File: src/common/flow_pkg.sv
/* Shared widths, descriptor field positions and enums for the active-mode command flow.
   Imported by every RTL block of the flow. */
package flow_pkg;

  // Bus and table widths
  localparam int unsigned CmdWidth    = 64;
  localparam int unsigned RespWidth   = 32;
  localparam int unsigned DatWidth    = 64;
  localparam int unsigned DatIdxWidth = 5;
  localparam int unsigned CntWidth    = 3;

  // Command descriptor fields
  localparam int unsigned CmdAttrLsb   = 0;
  localparam int unsigned CmdTidLsb    = 3;
  localparam int unsigned CmdDevIdxLsb = 16;
  localparam int unsigned CmdDttLsb    = 23;
  localparam int unsigned CmdRnwBit    = 29;
  localparam int unsigned CmdTocBit    = 31;
  localparam int unsigned CmdByte1Lsb  = 32;

  // DAT entry fields
  localparam int unsigned DatAddrLsb   = 0;
  localparam int unsigned DatLegacyBit = 31;

  // Response descriptor fields, data length sits at the bottom
  localparam int unsigned RespErrLsb = 28;
  localparam int unsigned RespTidLsb = 24;

  // DTT values from here up carry a defining byte in byte 1
  localparam int unsigned DefByteDtt      = 5;
  localparam int unsigned BytesBeforeData = 1;

  typedef enum logic [2:0] {
    RegularTransfer       = 3'd0,
    ImmediateDataTransfer = 3'd1,
    AddressAssignment     = 3'd2,
    ComboTransfer         = 3'd3,
    InternalControl       = 3'd7
  } cmd_attr_e;

  typedef enum logic [3:0] {
    Success      = 4'h0,
    NotSupported = 4'hA
  } resp_err_e;

  typedef enum logic [2:0] {
    Idle,
    WaitForCmd,
    FetchDat,
    I2cWriteImm,
    WriteResp
  } flow_state_e;

endpackage

File: src/flow/flow_active.sv
/* Top of the active command flow between the HCI queues, the DAT and the I2C controller.
   Connects decoder, DAT reader, write sequencer and flow controller. */
module flow_active (
  input  logic                             clk_i,
  input  logic                             rst_ni,
  input  logic                             en_i,
  input  logic                             cmd_valid_i,
  input  logic [flow_pkg::CmdWidth-1:0]    cmd_data_i,
  input  logic [flow_pkg::DatWidth-1:0]    dat_rdata_i,
  input  logic                             fmt_ready_i,
  input  logic                             resp_ready_i,
  output logic                             idle_o,
  output logic                             cmd_ready_o,
  output logic                             dat_read_o,
  output logic [flow_pkg::DatIdxWidth-1:0] dat_index_o,
  output logic                             fmt_valid_o,
  output logic [7:0]                       fmt_byte_o,
  output logic                             fmt_start_o,
  output logic                             fmt_stop_o,
  output logic                             resp_valid_o,
  output logic [flow_pkg::RespWidth-1:0]   resp_data_o
);
  import flow_pkg::*;

  // Decoded command fields
  logic [3:0]             cmd_tid;
  cmd_attr_e              cmd_attr;
  logic                   cmd_rnw;
  logic [DatIdxWidth-1:0] dev_index;
  logic                   cmd_toc;
  logic [CntWidth-1:0]    cmd_data_len;
  logic [3:0][7:0]        cmd_payload;

  logic       cmd_load;
  logic       dat_start;
  logic       dat_done;
  logic [6:0] static_addr;
  logic       legacy;
  logic       seq_start;
  logic       seq_done;

  cmd_decoder u_cmd_decoder (
    .clk_i       (clk_i),
    .rst_ni      (rst_ni),
    .load_i      (cmd_load),
    .cmd_data_i  (cmd_data_i),
    .tid_o       (cmd_tid),
    .attr_o      (cmd_attr),
    .rnw_o       (cmd_rnw),
    .dev_index_o (dev_index),
    .toc_o       (cmd_toc),
    // Defining byte is already folded into length and payload
    .def_byte_o  (),
    .data_len_o  (cmd_data_len),
    .payload_o   (cmd_payload)
  );

  dat_reader u_dat_reader (
    .clk_i         (clk_i),
    .rst_ni        (rst_ni),
    .start_i       (dat_start),
    .index_i       (dev_index),
    .dat_rdata_i   (dat_rdata_i),
    .dat_read_o    (dat_read_o),
    .dat_index_o   (dat_index_o),
    .done_o        (dat_done),
    .static_addr_o (static_addr),
    .legacy_o      (legacy)
  );

  imm_write_seq u_imm_write_seq (
    .clk_i         (clk_i),
    .rst_ni        (rst_ni),
    .start_i       (seq_start),
    .static_addr_i (static_addr),
    .payload_i     (cmd_payload),
    .data_len_i    (cmd_data_len),
    .toc_i         (cmd_toc),
    .fmt_ready_i   (fmt_ready_i),
    .fmt_valid_o   (fmt_valid_o),
    .fmt_byte_o    (fmt_byte_o),
    .fmt_start_o   (fmt_start_o),
    .fmt_stop_o    (fmt_stop_o),
    .done_o        (seq_done)
  );

  flow_ctrl u_flow_ctrl (
    .clk_i        (clk_i),
    .rst_ni       (rst_ni),
    .en_i         (en_i),
    .cmd_valid_i  (cmd_valid_i),
    .attr_i       (cmd_attr),
    .rnw_i        (cmd_rnw),
    .tid_i        (cmd_tid),
    .data_len_i   (cmd_data_len),
    .dat_done_i   (dat_done),
    .legacy_i     (legacy),
    .seq_done_i   (seq_done),
    .resp_ready_i (resp_ready_i),
    .idle_o       (idle_o),
    .cmd_ready_o  (cmd_ready_o),
    .cmd_load_o   (cmd_load),
    .dat_start_o  (dat_start),
    .seq_start_o  (seq_start),
    .resp_valid_o (resp_valid_o),
    .resp_data_o  (resp_data_o)
  );

endmodule

File: src/flow/flow_ctrl.sv
/* State machine of the active command flow and builder of the response descriptor.
   Sequences command fetch, DAT lookup, the I2C write and the response write. */
module flow_ctrl (
  input  logic                           clk_i,
  input  logic                           rst_ni,
  input  logic                           en_i,
  input  logic                           cmd_valid_i,
  input  flow_pkg::cmd_attr_e            attr_i,
  input  logic                           rnw_i,
  input  logic [3:0]                     tid_i,
  input  logic [flow_pkg::CntWidth-1:0]  data_len_i,
  input  logic                           dat_done_i,
  input  logic                           legacy_i,
  input  logic                           seq_done_i,
  input  logic                           resp_ready_i,
  output logic                           idle_o,
  output logic                           cmd_ready_o,
  output logic                           cmd_load_o,
  output logic                           dat_start_o,
  output logic                           seq_start_o,
  output logic                           resp_valid_o,
  output logic [flow_pkg::RespWidth-1:0] resp_data_o
);
  import flow_pkg::*;

  flow_state_e         state_q, state_d;
  resp_err_e           err_q;
  logic [CntWidth-1:0] len_q;
  logic                i2c_write;
  logic                dat_ready;

  // Only legacy immediate writes are carried out
  assign i2c_write = (attr_i == ImmediateDataTransfer) & ~rnw_i & legacy_i;
  assign dat_ready = (state_q == FetchDat) & dat_done_i;

  assign idle_o       = (state_q == Idle);
  assign cmd_ready_o  = (state_q == WaitForCmd);
  assign cmd_load_o   = cmd_ready_o & cmd_valid_i;
  // DAT lookup is kicked off by the command handshake itself
  assign dat_start_o  = cmd_load_o;
  assign seq_start_o  = dat_ready & i2c_write;
  assign resp_valid_o = (state_q == WriteResp);

  always_comb begin
    state_d = state_q;
    unique case (state_q)
      Idle:        if (en_i) state_d = WaitForCmd;
      WaitForCmd:  if (cmd_valid_i) state_d = FetchDat;
      FetchDat:    if (dat_done_i) state_d = i2c_write ? I2cWriteImm : WriteResp;
      I2cWriteImm: if (seq_done_i) state_d = WriteResp;
      WriteResp:   if (resp_ready_i) state_d = Idle;
      default:     state_d = Idle;
    endcase
  end

  always_ff @(posedge clk_i or negedge rst_ni) begin
    if (!rst_ni) begin
      state_q <= Idle;
      err_q   <= Success;
      len_q   <= '0;
    end else begin
      state_q <= state_d;
      // Outcome is fixed once the DAT entry is known
      if (dat_ready) begin
        err_q <= i2c_write ? Success : NotSupported;
        len_q <= i2c_write ? data_len_i : '0;
      end
    end
  end

  always_comb begin
    resp_data_o                      = '0;
    resp_data_o[RespErrLsb +: 4]     = err_q;
    resp_data_o[RespTidLsb +: 4]     = tid_i;
    resp_data_o[15:0]                = 16'(len_q);
  end

endmodule

File: src/flow/imm_write_seq.sv
/* Feeds the I2C controller format FIFO for an immediate write to a legacy device.
   Sends the address byte with start, then the payload, and flags stop on the last item. */
module imm_write_seq (
  input  logic                          clk_i,
  input  logic                          rst_ni,
  input  logic                          start_i,
  input  logic [6:0]                    static_addr_i,
  input  logic [3:0][7:0]               payload_i,
  input  logic [flow_pkg::CntWidth-1:0] data_len_i,
  input  logic                          toc_i,
  input  logic                          fmt_ready_i,
  output logic                          fmt_valid_o,
  output logic [7:0]                    fmt_byte_o,
  output logic                          fmt_start_o,
  output logic                          fmt_stop_o,
  output logic                          done_o
);
  import flow_pkg::*;

  logic                active_q;
  logic                done_q;
  logic [CntWidth-1:0] cnt_q;
  logic [CntWidth-1:0] last_idx;
  logic [1:0]          byte_sel;
  logic                is_last;
  logic                fmt_hs;

  // Address item comes first, so the last item index equals the data length
  assign last_idx = data_len_i + CntWidth'(BytesBeforeData - 1);
  assign is_last  = (cnt_q == last_idx);
  assign fmt_hs   = active_q & fmt_ready_i;

  always_ff @(posedge clk_i or negedge rst_ni) begin
    if (!rst_ni) begin
      active_q <= 1'b0;
      cnt_q    <= '0;
      done_q   <= 1'b0;
    end else begin
      done_q <= fmt_hs & is_last;
      if (start_i) begin
        active_q <= 1'b1;
        cnt_q    <= '0;
      end else if (fmt_hs) begin
        if (is_last) begin
          active_q <= 1'b0;
        end else begin
          cnt_q <= cnt_q + CntWidth'(1);
        end
      end
    end
  end

  // Item 1 maps to payload byte 0
  assign byte_sel = 2'(cnt_q - CntWidth'(BytesBeforeData));

  always_comb begin
    if (cnt_q == '0) begin
      // Target address, write direction
      fmt_byte_o = {static_addr_i, 1'b0};
    end else begin
      fmt_byte_o = payload_i[byte_sel];
    end
  end

  assign fmt_valid_o = active_q;
  assign fmt_start_o = active_q & (cnt_q == '0);
  assign fmt_stop_o  = active_q & is_last & toc_i;
  assign done_o      = done_q;

endmodule

File: src/cmd_decoder.sv
/* Holds the command descriptor taken from the command queue and decodes its fields.
   Loaded once per command on the queue handshake. */
module cmd_decoder (
  input  logic                               clk_i,
  input  logic                               rst_ni,
  input  logic                               load_i,
  input  logic [flow_pkg::CmdWidth-1:0]      cmd_data_i,
  output logic [3:0]                         tid_o,
  output flow_pkg::cmd_attr_e                attr_o,
  output logic                               rnw_o,
  output logic [flow_pkg::DatIdxWidth-1:0]   dev_index_o,
  output logic                               toc_o,
  output logic                               def_byte_o,
  output logic [flow_pkg::CntWidth-1:0]      data_len_o,
  output logic [3:0][7:0]                    payload_o
);
  import flow_pkg::*;

  logic [CmdWidth-1:0] desc_q;
  logic [2:0]          dtt;
  logic [3:0][7:0]     data_bytes;
  logic                is_imm;

  always_ff @(posedge clk_i or negedge rst_ni) begin
    if (!rst_ni) begin
      desc_q <= '0;
    end else if (load_i) begin
      desc_q <= cmd_data_i;
    end
  end

  assign tid_o       = desc_q[CmdTidLsb +: 4];
  assign attr_o      = cmd_attr_e'(desc_q[CmdAttrLsb +: 3]);
  assign rnw_o       = desc_q[CmdRnwBit];
  assign dev_index_o = desc_q[CmdDevIdxLsb +: DatIdxWidth];
  assign toc_o       = desc_q[CmdTocBit];
  assign dtt         = desc_q[CmdDttLsb +: 3];
  assign is_imm      = (attr_o == ImmediateDataTransfer);

  // Payload octets in the upper word, byte 1 lowest
  always_comb begin
    for (int i = 0; i < 4; i++) begin
      data_bytes[i] = desc_q[CmdByte1Lsb + 8 * i +: 8];
    end
  end

  assign def_byte_o = is_imm && (dtt >= DefByteDtt);

  always_comb begin
    if (!is_imm) begin
      data_len_o = '0;
    end else if (def_byte_o) begin
      data_len_o = CntWidth'(dtt - DefByteDtt);
    end else begin
      data_len_o = CntWidth'(dtt);
    end
  end

  // Defining byte is not payload, data starts at byte 2
  assign payload_o = def_byte_o ? {8'h00, data_bytes[3], data_bytes[2], data_bytes[1]}
                                : data_bytes;

endmodule

File: src/dat_reader.sv
/* Reads one device address table entry per command and keeps its address and type.
   The table answers one cycle after the read strobe. */
module dat_reader (
  input  logic                             clk_i,
  input  logic                             rst_ni,
  input  logic                             start_i,
  input  logic [flow_pkg::DatIdxWidth-1:0] index_i,
  input  logic [flow_pkg::DatWidth-1:0]    dat_rdata_i,
  output logic                             dat_read_o,
  output logic [flow_pkg::DatIdxWidth-1:0] dat_index_o,
  output logic                             done_o,
  output logic [6:0]                       static_addr_o,
  output logic                             legacy_o
);
  import flow_pkg::*;

  logic read_q;
  logic capture_q;
  logic done_q;

  always_ff @(posedge clk_i or negedge rst_ni) begin
    if (!rst_ni) begin
      read_q    <= 1'b0;
      capture_q <= 1'b0;
      done_q    <= 1'b0;
    end else begin
      // Single strobe even if start is held
      read_q    <= start_i & ~read_q;
      capture_q <= read_q;
      done_q    <= capture_q;
    end
  end

  // Entry fields, held until the next read
  always_ff @(posedge clk_i) begin
    if (capture_q) begin
      static_addr_o <= dat_rdata_i[DatAddrLsb +: 7];
      legacy_o      <= dat_rdata_i[DatLegacyBit];
    end
  end

  assign dat_read_o  = read_q;
  assign dat_index_o = read_q ? index_i : '0;
  assign done_o      = done_q;

endmodule

File: config.mk
export PLATFORM = sky130hd
export DESIGN_NAME = flow_active
export DESIGN_NICKNAME = d
export VERILOG_FILES = /design/src/common/flow_pkg.sv /design/src/flow/flow_active.sv /design/src/flow/flow_ctrl.sv /design/src/flow/imm_write_seq.sv /design/src/cmd_decoder.sv /design/src/dat_reader.sv
export SDC_FILE = /design/constraint.sdc
export NUM_CORES = 1
export LEC_CHECK = 0
export ABC_AREA = 1
export BUFFER_PORTS_ARGS = -buffer_cell sky130_fd_sc_hd__clkbuf_2
export CAP_MARGIN = 20
export CORE_AREA = 2 2 114 89
export CTS_CLUSTER_SIZE = 24
export DETAILED_ROUTE_END_ITERATION = 8
export DIE_AREA = 0 0 116 91
export MAX_ROUTING_LAYER = met4
export PLACE_DENSITY = 0.7
export SYNTH_ARGS = -nofsm -noshare
export SYNTH_HDL_FRONTEND = slang
export SYNTH_SLANG_ARGS = --single-unit
export TNS_END_PERCENT = 10
File: constraint.sdc
create_clock -name clk_i -period 2.24 [get_ports clk_i]
set_clock_uncertainty 0.15 [all_clocks]
set_input_delay 0.112 -clock clk_i [delete_from_list [all_inputs] [get_ports clk_i]]
set_output_delay 0.112 -clock clk_i [all_outputs]
set_load 0.03 [all_outputs]
=== After elaboration in Yosys (flattened, before gate mapping) ===
Index checks and enable logic that the tools add are counted.

* $add $sub $neg: 3
* Multipliers: 0
* Div/mod/pow operators: 0
* Magnitude comparators: 2
* Equality and inequality tests: 12
* Shift operators: 0
* Mux-type cells: 22
* Bitwise logic cells: 13
* Reduce and logical (&&, ||, !) cells: 8

{| class="wikitable"
|+ Operator list
! cell !! number
|-
| $mux 3 || 12
|-
| $mux 32 || 1
|-
| $bmux 8 s2 || 1
|-
| $mux 8 || 2
|-
| $pmux 3 s5 || 1
|-
| $ne 2x2->1 const B || 6
|-
| $and 1x1->1 || 11
|-
| $eq 3x1->1 const B || 2
|-
| $eq 3x2->1 const B || 2
|-
| $logic_not 3->1 || 2
|-
| $mux 5 || 1
|-
| $reduce_and 5->1 || 1
|-
| $mux 4 || 1
|-
| $reduce_and 2->1 || 2
|-
| $reduce_bool 2->1 || 2
|-
| $add 3x1->3 const B || 1
|-
| $eq 3x3->1 || 1
|-
| $eq 3x3->1 const B || 1
|-
| $ge 3x3->1 const B || 1
|-
| $lt 2x3->1 const B || 1
|-
| $mux 1 || 3
|-
| $sub 3x3->3 const B || 1
|-
| $not 1->1 || 2
|-
| $sub 2x1->2 const B || 1
|-
| $logic_and 1x1->1 || 1
|}

* Register bits after elaboration: 90
* Bits in latches: 0
* Memory bits (writable): 0
* Memory bits (read-only): 0
* Bits of input ports: 134
* Output and inout port bits: 52
* Word-level logic and storage cells: 72
* Memories kept: 0

=== Depth between registers and ports, before layout ===
Gate-level depths: netlist of the first run.

* Word-level depth: 8
* Mapped depth: 13

=== Modules after synthesis ===
Synthesis of the first run repeated with hierarchy kept, for this count alone.

* Cell total of the unflattened synthesis: 480
* Area, all modules: 4150.2 um2

{| class="wikitable"
|+ By module, submodules not included
! module !! times used !! cells an instance !! area an instance (um2)
|-
| cmd_decoder || 1 || 251 || 2466.1
|-
| flow_ctrl || 1 || 92 || 673.1
|-
| imm_write_seq || 1 || 114 || 650.6
|-
| dat_reader || 1 || 23 || 360.3
|}

=== Least setup slack after synthesis of the first run ===
OpenSTA, ideal clock, no wires.

* Path kind: reg-to-output
* Start point: register u_cmd_decoder.desc_q[23]
* End point: output fmt_stop_o
* Arrival: 1.951 ns
* Path slack: 0.027 ns
* Cell stages (with the launch flop): 9
* Path buffers: 0
* Cell sequence: dfrtp_1 > ha_1 > nor2_1 > nand2_2 > nand2_1 > nand3_1 > xor2_1 > nand3_2 > nor3_1

* Cells in the longest elaborated chain, start to end: 7
* Elaborated cells on any way between the ends: 8

{| class="wikitable"
|+ RTL lines
! item !! RTL line !! text
|-
| start, declared || cmd_decoder.sv:19 || <nowiki>logic [CmdWidth-1:0] desc_q;</nowiki>
|-
| start signal, assigned || cmd_decoder.sv:28 || <nowiki>desc_q <= cmd_data_i;</nowiki>
|-
| $ge 3x3->1 || cmd_decoder.sv:47 || <nowiki>assign def_byte_o = is_imm && (dtt >= DefByteDtt);</nowiki>
|-
| $logic_and 1x1->1 || cmd_decoder.sv:47 ||
|-
| $mux 3 * || cmd_decoder.sv:52 || <nowiki>end else if (def_byte_o) begin</nowiki>
|-
| $mux 3 * || cmd_decoder.sv:50 || <nowiki>if (!is_imm) begin</nowiki>
|-
| $eq 3x3->1 * || imm_write_seq.sv:30 || <nowiki>assign is_last = (cnt_q == last_idx);</nowiki>
|-
| $and 1x1->1 * (2 in a row) || imm_write_seq.sv:67 || <nowiki>assign fmt_stop_o = active_q & is_last & toc_i;</nowiki>
|-
| end, declared || flow_active.sv:19 || <nowiki>output logic fmt_stop_o,</nowiki>
|}

Mark *: on every way between the ends. The rest lies on a longest branch, timed or not.

=== Worst setup path after layout of the first run ===
* Start point: register u_cmd_decoder.desc_q[24]
* End point: register u_imm_write_seq.cnt_q[0]

* Cells in the longest elaborated chain, start to end: 7
* Elaborated cells on any way between the ends: 8

{| class="wikitable"
|+ RTL lines
! item !! RTL line !! text
|-
| $ge 3x3->1 || cmd_decoder.sv:47 ||
|-
| $logic_and 1x1->1 || cmd_decoder.sv:47 ||
|-
| $mux 3 * || cmd_decoder.sv:52 ||
|-
| $mux 3 * || cmd_decoder.sv:50 ||
|-
| $eq 3x3->1 * || imm_write_seq.sv:30 ||
|-
| $ne 2x2->1 (no source line) * || n/a ||
|-
| $reduce_and 2->1 (no source line) * || n/a ||
|-
| end signal, assigned || imm_write_seq.sv:47 || <nowiki>cnt_q <= cnt_q + CntWidth'(1);</nowiki>
|-
| end, declared || imm_write_seq.sv:22 || <nowiki>logic [CntWidth-1:0] cnt_q;</nowiki>
|}

Marks and branches as above.
A chain may end at the register's enable or synchronous reset.

==> flow_summary.json, run 1 <==
{
  "busiest_layer": "met2",
  "grt_setup_unrepaired": "true",
  "antenna_found_initial": 0,
  "min_from": "en_i",
  "multi_input_area_sq_um": 1610,
  "placed_area_sq_um": 4210,
  "final_cell_mix": "clkbuf_2, nand2_1, dfrtp_1",
  "async_flop_share_pct": 88.9,
  "critPathSlowestCell": "dfrtp_1",
  "grt_util_met3_pct": 4.47,
  "postLayoutCellArea_sq_um": 5460,
  "grt_usage_pct": 19.9,
  "totalPowerFinal_mw": 7.25,
  "avgSynthCellArea_sq_um": 9.54,
  "max-vdd-ir-drop_mv": 0.660,
  "post-dp-hpwl_microns": 6230,
  "groute.layer.met1.usage_pct": 24.0,
  "arrival_ns": 2.47,
  "cts_max_level": 3,
  "r2r_setup_slack_ns": -0.17,
  "drv_cap": 0,
  "synth_edf_count": 8,
  "cts_tree": "built",
  "num_vias": 3272,
  "powerDensity_nw_per_um2": 1330,
  "drtIter0Drc": 206,
  "hold_viol_final": 0,
  "synth_top_area_cell": "dfrtp_1",
  "rr_startpoint": "u_cmd_decoder.desc_q[24]",
  "grt_remaining_overflow": 0,
  "fin_hold_ws_ns": 0.148,
  "vias_per_cell": 4.67,
  "path_depth": 15,
  "cts_buffer_depth": 2,
  "ff2ff_path_depth": 15,
  "synthesis.instances": 386,
  "cp_max_fo": 3,
  "tightest_slew_ns": 0.630,
  "slew_viol_final": 0,
  "antenna-diode-count": 0,
  "firstDrtPassIters": 4,
  "cpPeakStageDelay_ns": 0.39,
  "worstPathCellList": "inv_2, buf_4, ha_4, nand3b_1, buf_4, nand3_1, nand2_2, buf_4, buf_4, buf_4, buf_4, nand4_1, nand2_2, nand2_1, nand2_1",
  "setup_ws_ns": -0.165,
  "synthFlopType": "dfrtp_1",
  "avgRoutedWirePerCell_microns": 13.7,
  "netlist.area_leader.share_pct": 43.5,
  "gp_congestion": 0.887,
  "status": "finished, violations left",
  "whs_path_depth": 4,
  "core_area_sq_um": 9390,
  "grt_pass1_vias": 3470,
  "whs_endpoint": "u_flow_ctrl.state_q[1]",
  "final_nets": 701,
  "setup_viol": 13,
  "ys_types": 34,
  "p_leak_nw": 2.71,
  "path_class": "reg -> reg",
  "maxSlewHeadroom_pct": 58.0,
  "grt_max_degree": 64,
  "critical_path.top_delay_family": "buffers and inverters",
  "fmaxAchievable_mhz": 416,
  "die_h_microns": 91,
  "min_period_ns": 2.41,
  "io_buffer_count": 91,
  "yosysWarnings": 0,
  "layout.cells.most_common": "clkbuf_2",
  "start_kind": "register",
  "syn_area_sq_um": 3680,
  "hp-class": "in -> reg",
  "ys_ff_latch": 72,
  "postRouteAntennaNets": 0,
  "met2_usage_pct": 33.4,
  "violations": "setup timing",
  "num-fill-cells": 785,
  "fp.dieW_microns": 116,
  "drive_above_1_share_pct": 35.6,
  "io_pins": 186,
  "rows": 31,
  "start_util_pct": 39.2,
  "seq_area_sq_um": 1840,
  "post-route-period-util_pct": 107,
  "grt_pass1_wl_microns": 16100,
  "yosysSeqAreaShare_pct": 50.0,
  "dieArea_sq_um": 10600,
  "area_growth_pct": 48.1,
  "cp_num_buf_inv": 7,
  "path_common_cell": "buf_4",
  "end_kind": "register",
  "synth_area_leaders": "dfrtp_1, mux2_2, nand2_1, edfxtp_1, buf_4",
  "cts.sinks": 72,
  "clock_latency_ns": 0.33,
  "routed_wl_microns": 9610,
  "reg2reg_to": "u_imm_write_seq.cnt_q[0]",
  "drc": 0,
  "cts_made_buffers": 9,
  "clockRootBuffer": "clkbuf_16",
  "required_ns": 2.30,
  "path_clk_slew_ns": 0.05
}
==> cell usage after synthesis (4+ instances only) <==
cell type,instances
nand2_2,5
nor3_1,4
dfrtp_1,64
nand2_1,75
mux2_1,6
o21ai_1,5
inv_2,4
nand4_1,5
nand3_1,28
a21oi_1,15
edfxtp_1,8
nor2_1,23
ha_1,4
o21ai_0,7
buf_4,28
inv_1,33
o211ai_1,15
buf_2,8
mux2_2,30
==> through the flow <==
step           util (%)  setup TNS, ns  worst slack [ns]  cells
2_1_floorplan         -              0            0.0267    408
4_1_cts            57.7         -0.575           -0.0846    699
3_5_place_dp       44.9              0             0.122    601
6_report           58.1          -1.19            -0.165    700
3_3_place_gp       44.9              0             0.175    601
5_1_grt            58.1          -2.77            -0.258    700
==> power breakdown <==
| part | internal (mW) | total, mW | switching (mW) |
|---|---|---|---|
| Combinational | 1.50 | 3.50 | 1.99 |
| Clock | 0.970 | 1.49 | 0.524 |
| Sequential | 1.88 | 2.26 | 0.385 |
| Total | 4.35 | 7.25 | 2.90 |
==> registers in the layout, summed over array words and instances (netlist names) <==
signal / count
u_cmd_decoder.desc_q: 49
u_dat_reader.static_addr_o: 7
u_flow_ctrl.len_q: 3
u_flow_ctrl.state_q: 3
u_imm_write_seq.cnt_q: 3
u_dat_reader.capture_q: 1
u_dat_reader.dat_read_o: 1
u_dat_reader.done_o: 1
u_dat_reader.legacy_o: 1
u_flow_ctrl.err_q: 1
u_imm_write_seq.done_o: 1
u_imm_write_seq.fmt_valid_o: 1
==> worst min-delay path, delay by kind of cell <==
family	cells	cell delay, ns
compound gates	2	0.19
buf+inv	1	0.08
simple gates	1	0.19
==> layer usage <==
metal | up-vias | routed length (microns)
li1 | 1587 | -
met1 | 1545 | 4120
met2 | 120 | 4830
met3 | 20 | 467
met4 | 0 | 191
met5 | - | 0
==> cell families (layout without fill, tap and decap cells) <==
kind of cell | after synthesis | in the layout | synth area share [%]
AOI/OAI and AO/OA | 46 | 46 | 7.54
muxes | 36 | 36 | 11.0
DFF | 72 | 72 | 50.0
other | 1 | 23 | 0.102
buffers and inverters | 77 | 237 | 11.2
and+or+nand+nor | 148 | 148 | 18.3
xor gates and xnor gates | 2 | 2 | 0.476
adders and majority gates | 4 | 4 | 1.36
==> worst max-delay path by stage <==
stage | from | to | slack [ns]
floorplan | u_cmd_decoder.desc_q[23] | fmt_stop_o | 0.03
CTS | u_cmd_decoder.desc_q[23] | fmt_byte_o[2] | -0.08
global route | u_cmd_decoder.desc_q[24] | u_imm_write_seq.cnt_q[0] | -0.26
global placement | u_cmd_decoder.desc_q[23] | fmt_byte_o[0] | 0.17
finish | u_cmd_decoder.desc_q[24] | u_imm_write_seq.cnt_q[0] | -0.17
detailed placement | u_cmd_decoder.desc_q[23] | fmt_byte_o[0] | 0.12
==> final cells by class <==
| cell class | count | share of cell area, % |
|---|---|---|
| sequential | 72 | 33.8 |
| clock buffer | 10 | 4.20 |
| tap | 132 | 3.03 |
| inverter | 38 | 2.84 |
| timing repair buffer | 182 | 25.1 |
| multi-input combinational | 259 | 29.4 |
| timing repair inverter | 1 | 0.0688 |
| clock inverter | 6 | 1.54 |
==> repair_timing <==
| item | CTS | global route |
|---|---|---|
| setup buffers | 20 | 1 |
| pin swaps | 15 | 5 |
| hold buffers | 60 | 0 |
| hold endpoints to repair | 83 | 0 |
| cloned | 2 | 0 |
| resized for setup | 35 | 11 |
| setup endpoints to repair | 9 | 14 |
Note: power is estimated with default switching activity, not from simulation.
==> run 2: changes to the inputs <==
==> constraint.sdc (replaced) <==
create_clock -name clk_i -period 2.9 [get_ports clk_i]
set_clock_uncertainty 0.15 [all_clocks]
set_input_delay 0.145 -clock clk_i [delete_from_list [all_inputs] [get_ports clk_i]]
set_output_delay 0.145 -clock clk_i [all_outputs]
set_load 0.03 [all_outputs]
==> run 2 against run 1 <==
The flow now finishes without violations. Critical endpoint is now fmt_byte_o[0]. Largest cell class unchanged. Worst setup slack better by 0.47 ns. Clock-buffer cell count is 1 lower. Final area is 5.9% lower.
==> flow_summary.json, run 2 (synthesis gave the netlist of run 1 again) <==
{
  "status": "complete, no violations",
  "fmaxAchievable_mhz": 385,
  "powerDensity_nw_per_um2": 998,
  "rr_startpoint": "u_cmd_decoder.desc_q[23]",
  "drv_cap": 0,
  "top_regs": "u_cmd_decoder.desc_q x49, u_dat_reader.static_addr_o x7",
  "rows": 31,
  "regMostFlops": "u_cmd_decoder.desc_q",
  "maxSlewHeadroom_pct": 65.1,
  "grt_usage_pct": 18.4,
  "hold_viol_final": 0,
  "cts_tree": "built",
  "min_period_ns": 2.60,
  "grt_setup_unrepaired": "false",
  "seq_area_sq_um": 1840,
  "cts_resized": 0,
  "post-route-period-util_pct": 89.6,
  "arrival_ns": 2.30,
  "met2_usage_pct": 30.2,
  "num_vias": 3182,
  "totalPowerFinal_mw": 5.12,
  "finalSetupTns_ns": 0,
  "path_class": "reg -> out",
  "grt_max_degree": 44,
  "post-dp-hpwl_microns": 6400,
  "reg2reg_to": "u_imm_write_seq.fmt_valid_o",
  "required_ns": 2.61,
  "drtIter0Drc": 113,
  "io_buffer_count": 91,
  "grt_pass1_vias": 3203,
  "grt_util_met3_pct": 6.07,
  "multi_input_area_sq_um": 1510,
  "postLayoutCellArea_sq_um": 5130,
  "slew_viol_final": 0,
  "max-vdd-ir-drop_mv": 0.514,
  "routed_wl_microns": 9120,
  "r2r_setup_slack_ns": 0.95,
  "drive_above_1_share_pct": 29.7,
  "fin_util_pct": 54.7,
  "final_nets": 679,
  "core_area_sq_um": 9390,
  "gp_congestion": 0.882,
  "cts.sinks": 72,
  "groute.layer.met1.usage_pct": 22.3,
  "grt_pass1_wl_microns": 14800,
  "cts_made_buffers": 9,
  "path_clk_slew_ns": 0.06,
  "p_leak_nw": 2.56,
  "antenna_found_initial": 0,
  "layout.cells.most_common": "clkbuf_2",
  "largest_reg_flops": 49,
  "num-fill-cells": 864,
  "setup_viol": 0,
  "placed_area_sq_um": 4180,
  "avgRoutedWirePerCell_microns": 13.5,
  "cts_buffer_depth": 2,
  "hp-class": "in -> async",
  "grt_remaining_overflow": 0,
  "end_kind": "primary output",
  "fp.dieW_microns": 116,
  "drc": 0,
  "firstDrtPassIters": 4,
  "vias_per_cell": 4.69,
  "start_util_pct": 39.2,
  "clock_latency_ns": 0.33,
  "tightest_slew_ns": 0.521,
  "clockRootBuffer": "clkbuf_16",
  "final_cell_mix": "clkbuf_2, nand2_1, dfrtp_1",
  "antenna-diode-count": 0,
  "start_kind": "register",
  "cp_max_fo": 18,
  "area_growth_pct": 39.4,
  "busiest_layer": "met2",
  "cts_max_level": 3,
  "die_h_microns": 91,
  "postRouteAntennaNets": 0,
  "ff2ff_path_depth": 9,
  "io_pins": 186,
  "dieArea_sq_um": 10600
}
## run 2: cell count changes in the layout (fill, tap and decap cells not counted), moves of 4 or more
| cell | delta |
|---|---|
| clkinvlp_4 | +4 |
| nand2_1 | +8 |
| nand2_2 | -7 |
| clkbuf_2 | +9 |
| clkbuf_4 | -4 |
| buf_4 | -19 |
## run 2: worst max-delay path, stage by stage, from the launching register on
cell	delay [ns]
dfrtp_1	0.43
ha_1	0.23
nor2_1	0.14
nand2_2	0.10
nand3_4	0.15
inv_4	0.10
nand2_1	0.07
nand2_1	0.07
inv_2	0.13
nand2_1	0.07
o211ai_1	0.07
o21ai_1	0.11
nor2_1	0.10
clkbuf_2	0.21
## run 2: how the worst max path moves through the flow
stage	startpoint	end	slack, ns	cells after the start
2_1_floorplan	u_cmd_decoder.desc_q[23]	fmt_stop_o	0.65	8
3_3_place_gp	u_cmd_decoder.desc_q[23]	fmt_byte_o[0]	0.61	13
3_5_place_dp	u_cmd_decoder.desc_q[23]	fmt_byte_o[0]	0.55	13
4_1_cts	u_cmd_decoder.desc_q[23]	fmt_byte_o[0]	0.17	13
5_1_grt	u_cmd_decoder.desc_q[23]	fmt_byte_o[5]	0.13	12
6_report	u_cmd_decoder.desc_q[23]	fmt_byte_o[0]	0.30	13
## run 2: what timing repair did
action	CTS	global route
hold buffers	60	0
buffers inserted	0	3
endpoints found under the setup margin	0	1
hold endpoints to repair	100	0
## run 2: area by class of cell
cell class	count	share of cell area (%)
Sequential cell	72	35.9
Multi-Input combinational cell	259	29.4
Timing Repair Buffer	161	22.8
Clock buffer	9	4.39
Tap cell	132	3.22
Inverter	38	2.83
Clock inverter	7	1.51
## run 2: routing by layer
metal | vias to the layer above | wire (microns)
li1 | 1545 | -
met1 | 1517 | 3910
met2 | 111 | 4660
met3 | 9 | 483
met4 | 0 | 71
met5 | - | 0
## run 2: metrics by stage
stage	std cells	worst slack [ns]	hold slack, ns
2_1_floorplan	408	0.654	-0.301
3_3_place_gp	598	0.611	0.174
3_5_place_dp	598	0.551	0.174
4_1_cts	674	0.166	0.149
5_1_grt	678	0.127	0.0335
6_report	678	0.302	0.0206
## run 2: where the power goes
part	internal [mW]	switching [mW]
clock network	0.671	0.450
registers	1.45	0.295
logic	0.868	1.39
==> run 3: changes to the inputs <==
==> constraint.sdc (replaced) <==
create_clock -name clk_i -period 2.91 [get_ports clk_i]
set_clock_uncertainty 0.15 [all_clocks]
set_input_delay 0.1455 -clock clk_i [delete_from_list [all_inputs] [get_ports clk_i]]
set_output_delay 0.1455 -clock clk_i [all_outputs]
set_load 0.03 [all_outputs]
==> run 3 against run 2 <==
Via count is 1.1% higher. Worst hold slack better by 0.12 ns. Largest power group unchanged. Clock power is 8% lower. Global-route usage is 0.13 points higher. Wire length is 0.12% higher.
==> flow_summary.json, run 3 (synthesis gave the netlist of run 1 again) <==
{
  "p_leak_nw": 2.56,
  "num-fill-cells": 840,
  "fin_cells": 679,
  "grt_pass1_wl_microns": 14900,
  "grt_pass1_vias": 3257,
  "startpoint": "u_cmd_decoder.desc_q[23]",
  "grt_remaining_overflow": 0,
  "cts_resized": 0,
  "io_pins": 186,
  "path_clk_slew_ns": 0.06,
  "start_util_pct": 39.2,
  "setup_viol": 0,
  "drtIter0Drc": 202,
  "final_nets": 680,
  "io_buffer_count": 91,
  "area_growth_pct": 39.0,
  "regMostFlops": "u_cmd_decoder.desc_q",
  "die_h_microns": 91,
  "dpl.cell_count": 597,
  "reg2reg_to": "u_cmd_decoder.desc_q[18]",
  "postRouteAntennaNets": 0,
  "arrival_ns": 2.34,
  "setup_ws_ns": 0.274,
  "min_period_ns": 2.64,
  "firstDrtPassIters": 5,
  "rr_startpoint": "u_flow_ctrl.state_q[0]",
  "path_class": "reg -> out",
  "critPathSlowestCell": "dfrtp_1",
  "vias_per_cell": 4.74,
  "cp_max_fo": 18,
  "drc": 0,
  "grt_setup_unrepaired": "false",
  "start_kind": "register",
  "cp_num_buf_inv": 3,
  "avgRoutedWirePerCell_microns": 13.5,
  "cts_buffer_depth": 2,
  "dieArea_sq_um": 10600,
  "layout.cells.most_common": "clkbuf_2",
  "powerDensity_nw_per_um2": 982,
  "cts.sinks": 72,
  "maxSlewHeadroom_pct": 48.4,
  "grt_usage_pct": 18.6,
  "critical_path.top_delay_family": "simple AND/OR/NAND/NOR gates",
  "antenna-diode-count": 0,
  "drive_above_1_share_pct": 29.6,
  "fmaxAchievable_mhz": 379,
  "gp_congestion": 0.886,
  "cts_tree": "built",
  "post-dp-hpwl_microns": 6300,
  "cpPeakStageDelay_ns": 0.43,
  "final_cell_mix": "clkbuf_2, nand2_1, dfrtp_1",
  "status": "complete, no violations",
  "cts_made_buffers": 9,
  "clock_latency_ns": 0.34,
  "slew_viol_final": 0,
  "cts_max_level": 3,
  "pre_cts_slack_ns": 0.560,
  "hp-class": "in -> async",
  "path_common_cell": "nand2_1",
  "clockRootBuffer": "clkbuf_16",
  "hold_viol_final": 0,
  "ff2ff_path_depth": 5,
  "end_kind": "primary output",
  "rows": 31,
  "required_ns": 2.61,
  "r2r_setup_slack_ns": 0.82,
  "core_area_sq_um": 9390,
  "worstPathCellList": "ha_1, nor2_1, nand2_2, nand3_4, inv_4, nand2_1, nand2_1, inv_2, nand2_1, o211ai_1, o21ai_1, nor2_1, clkbuf_2",
  "largest_reg_flops": 49,
  "finalSetupTns_ns": 0,
  "grt_max_degree": 44,
  "fin_hold_ws_ns": 0.139,
  "post-route-period-util_pct": 90.6,
  "path_depth": 13,
  "tightest_slew_ns": 0.771,
  "critPathCapture": "fmt_byte_o[0]",
  "fp.dieW_microns": 116,
  "num_vias": 3217,
  "max-vdd-ir-drop_mv": 0.467,
  "routed_wl_microns": 9130,
  "top_regs": "u_cmd_decoder.desc_q x49, u_dat_reader.static_addr_o x7",
  "antenna_found_initial": 0,
  "drv_cap": 0
}
[run 3: worst min-delay path by stage]
stage,endpoint,from,slack [ns]
final,u_cmd_decoder.desc_q[23],rst_ni,0.14
after global routing,u_cmd_decoder.desc_q[55],rst_ni,0.19
after CTS,u_flow_ctrl.state_q[1],en_i,0.17
after detailed placement,u_dat_reader.static_addr_o[1],dat_rdata_i[1],0.17
after global placement,u_dat_reader.static_addr_o[2],dat_rdata_i[2],0.17
after floorplan,u_cmd_decoder.desc_q[0],rst_ni,-0.30
[run 3: what timing repair did]
| action | 4_1_cts | 5_1_grt |
|---|---|---|
| hold buffers | 60 | 0 |
| hold endpoints to repair | 100 | 0 |
| setup buffers | 0 | 5 |
| setup endpoints to repair | 0 | 1 |
[run 3: routing by layer]
layer | global-route usage (%) | up-vias | share of wire (%)
met1 | 21.6 | 1535 | 43
met2 | 31.6 | 132 | 50
met5 | - | - | 0
li1 | - | 1540 | -
met4 | 5.26 | 0 | 1.3
met3 | 5.07 | 10 | 6.0
[run 3: layout make-up]
type / count / area, sq um / area share (%)
Multi-Input combinational cell: 259 / 1510 / 29.5
Inverter: 38 / 145 / 2.84
Sequential cell: 72 / 1840 / 36.0
Clock buffer: 9 / 225 / 4.40
Tap cell: 132 / 165 / 3.23
Clock inverter: 7 / 55.1 / 1.08
Timing Repair Buffer: 162 / 1180 / 23.0
[run 3: metrics by stage]
step	power, mW	instance area [sq um]	utilization (%)
after detailed placement	3.90	4170	44.4
final	5.02	5120	54.5
after CTS	5.01	5050	53.8
after global placement	3.80	4170	44.4
after global routing	5.39	5120	54.5
after floorplan	3.37	3770	-
[run 3: report_power, final]
| part | internal (mW) | total (mW) | switching [mW] |
|---|---|---|---|
| Clock | 0.584 | 1.03 | 0.450 |
| Sequential | 1.44 | 1.73 | 0.292 |
| Combinational | 0.869 | 2.26 | 1.39 |
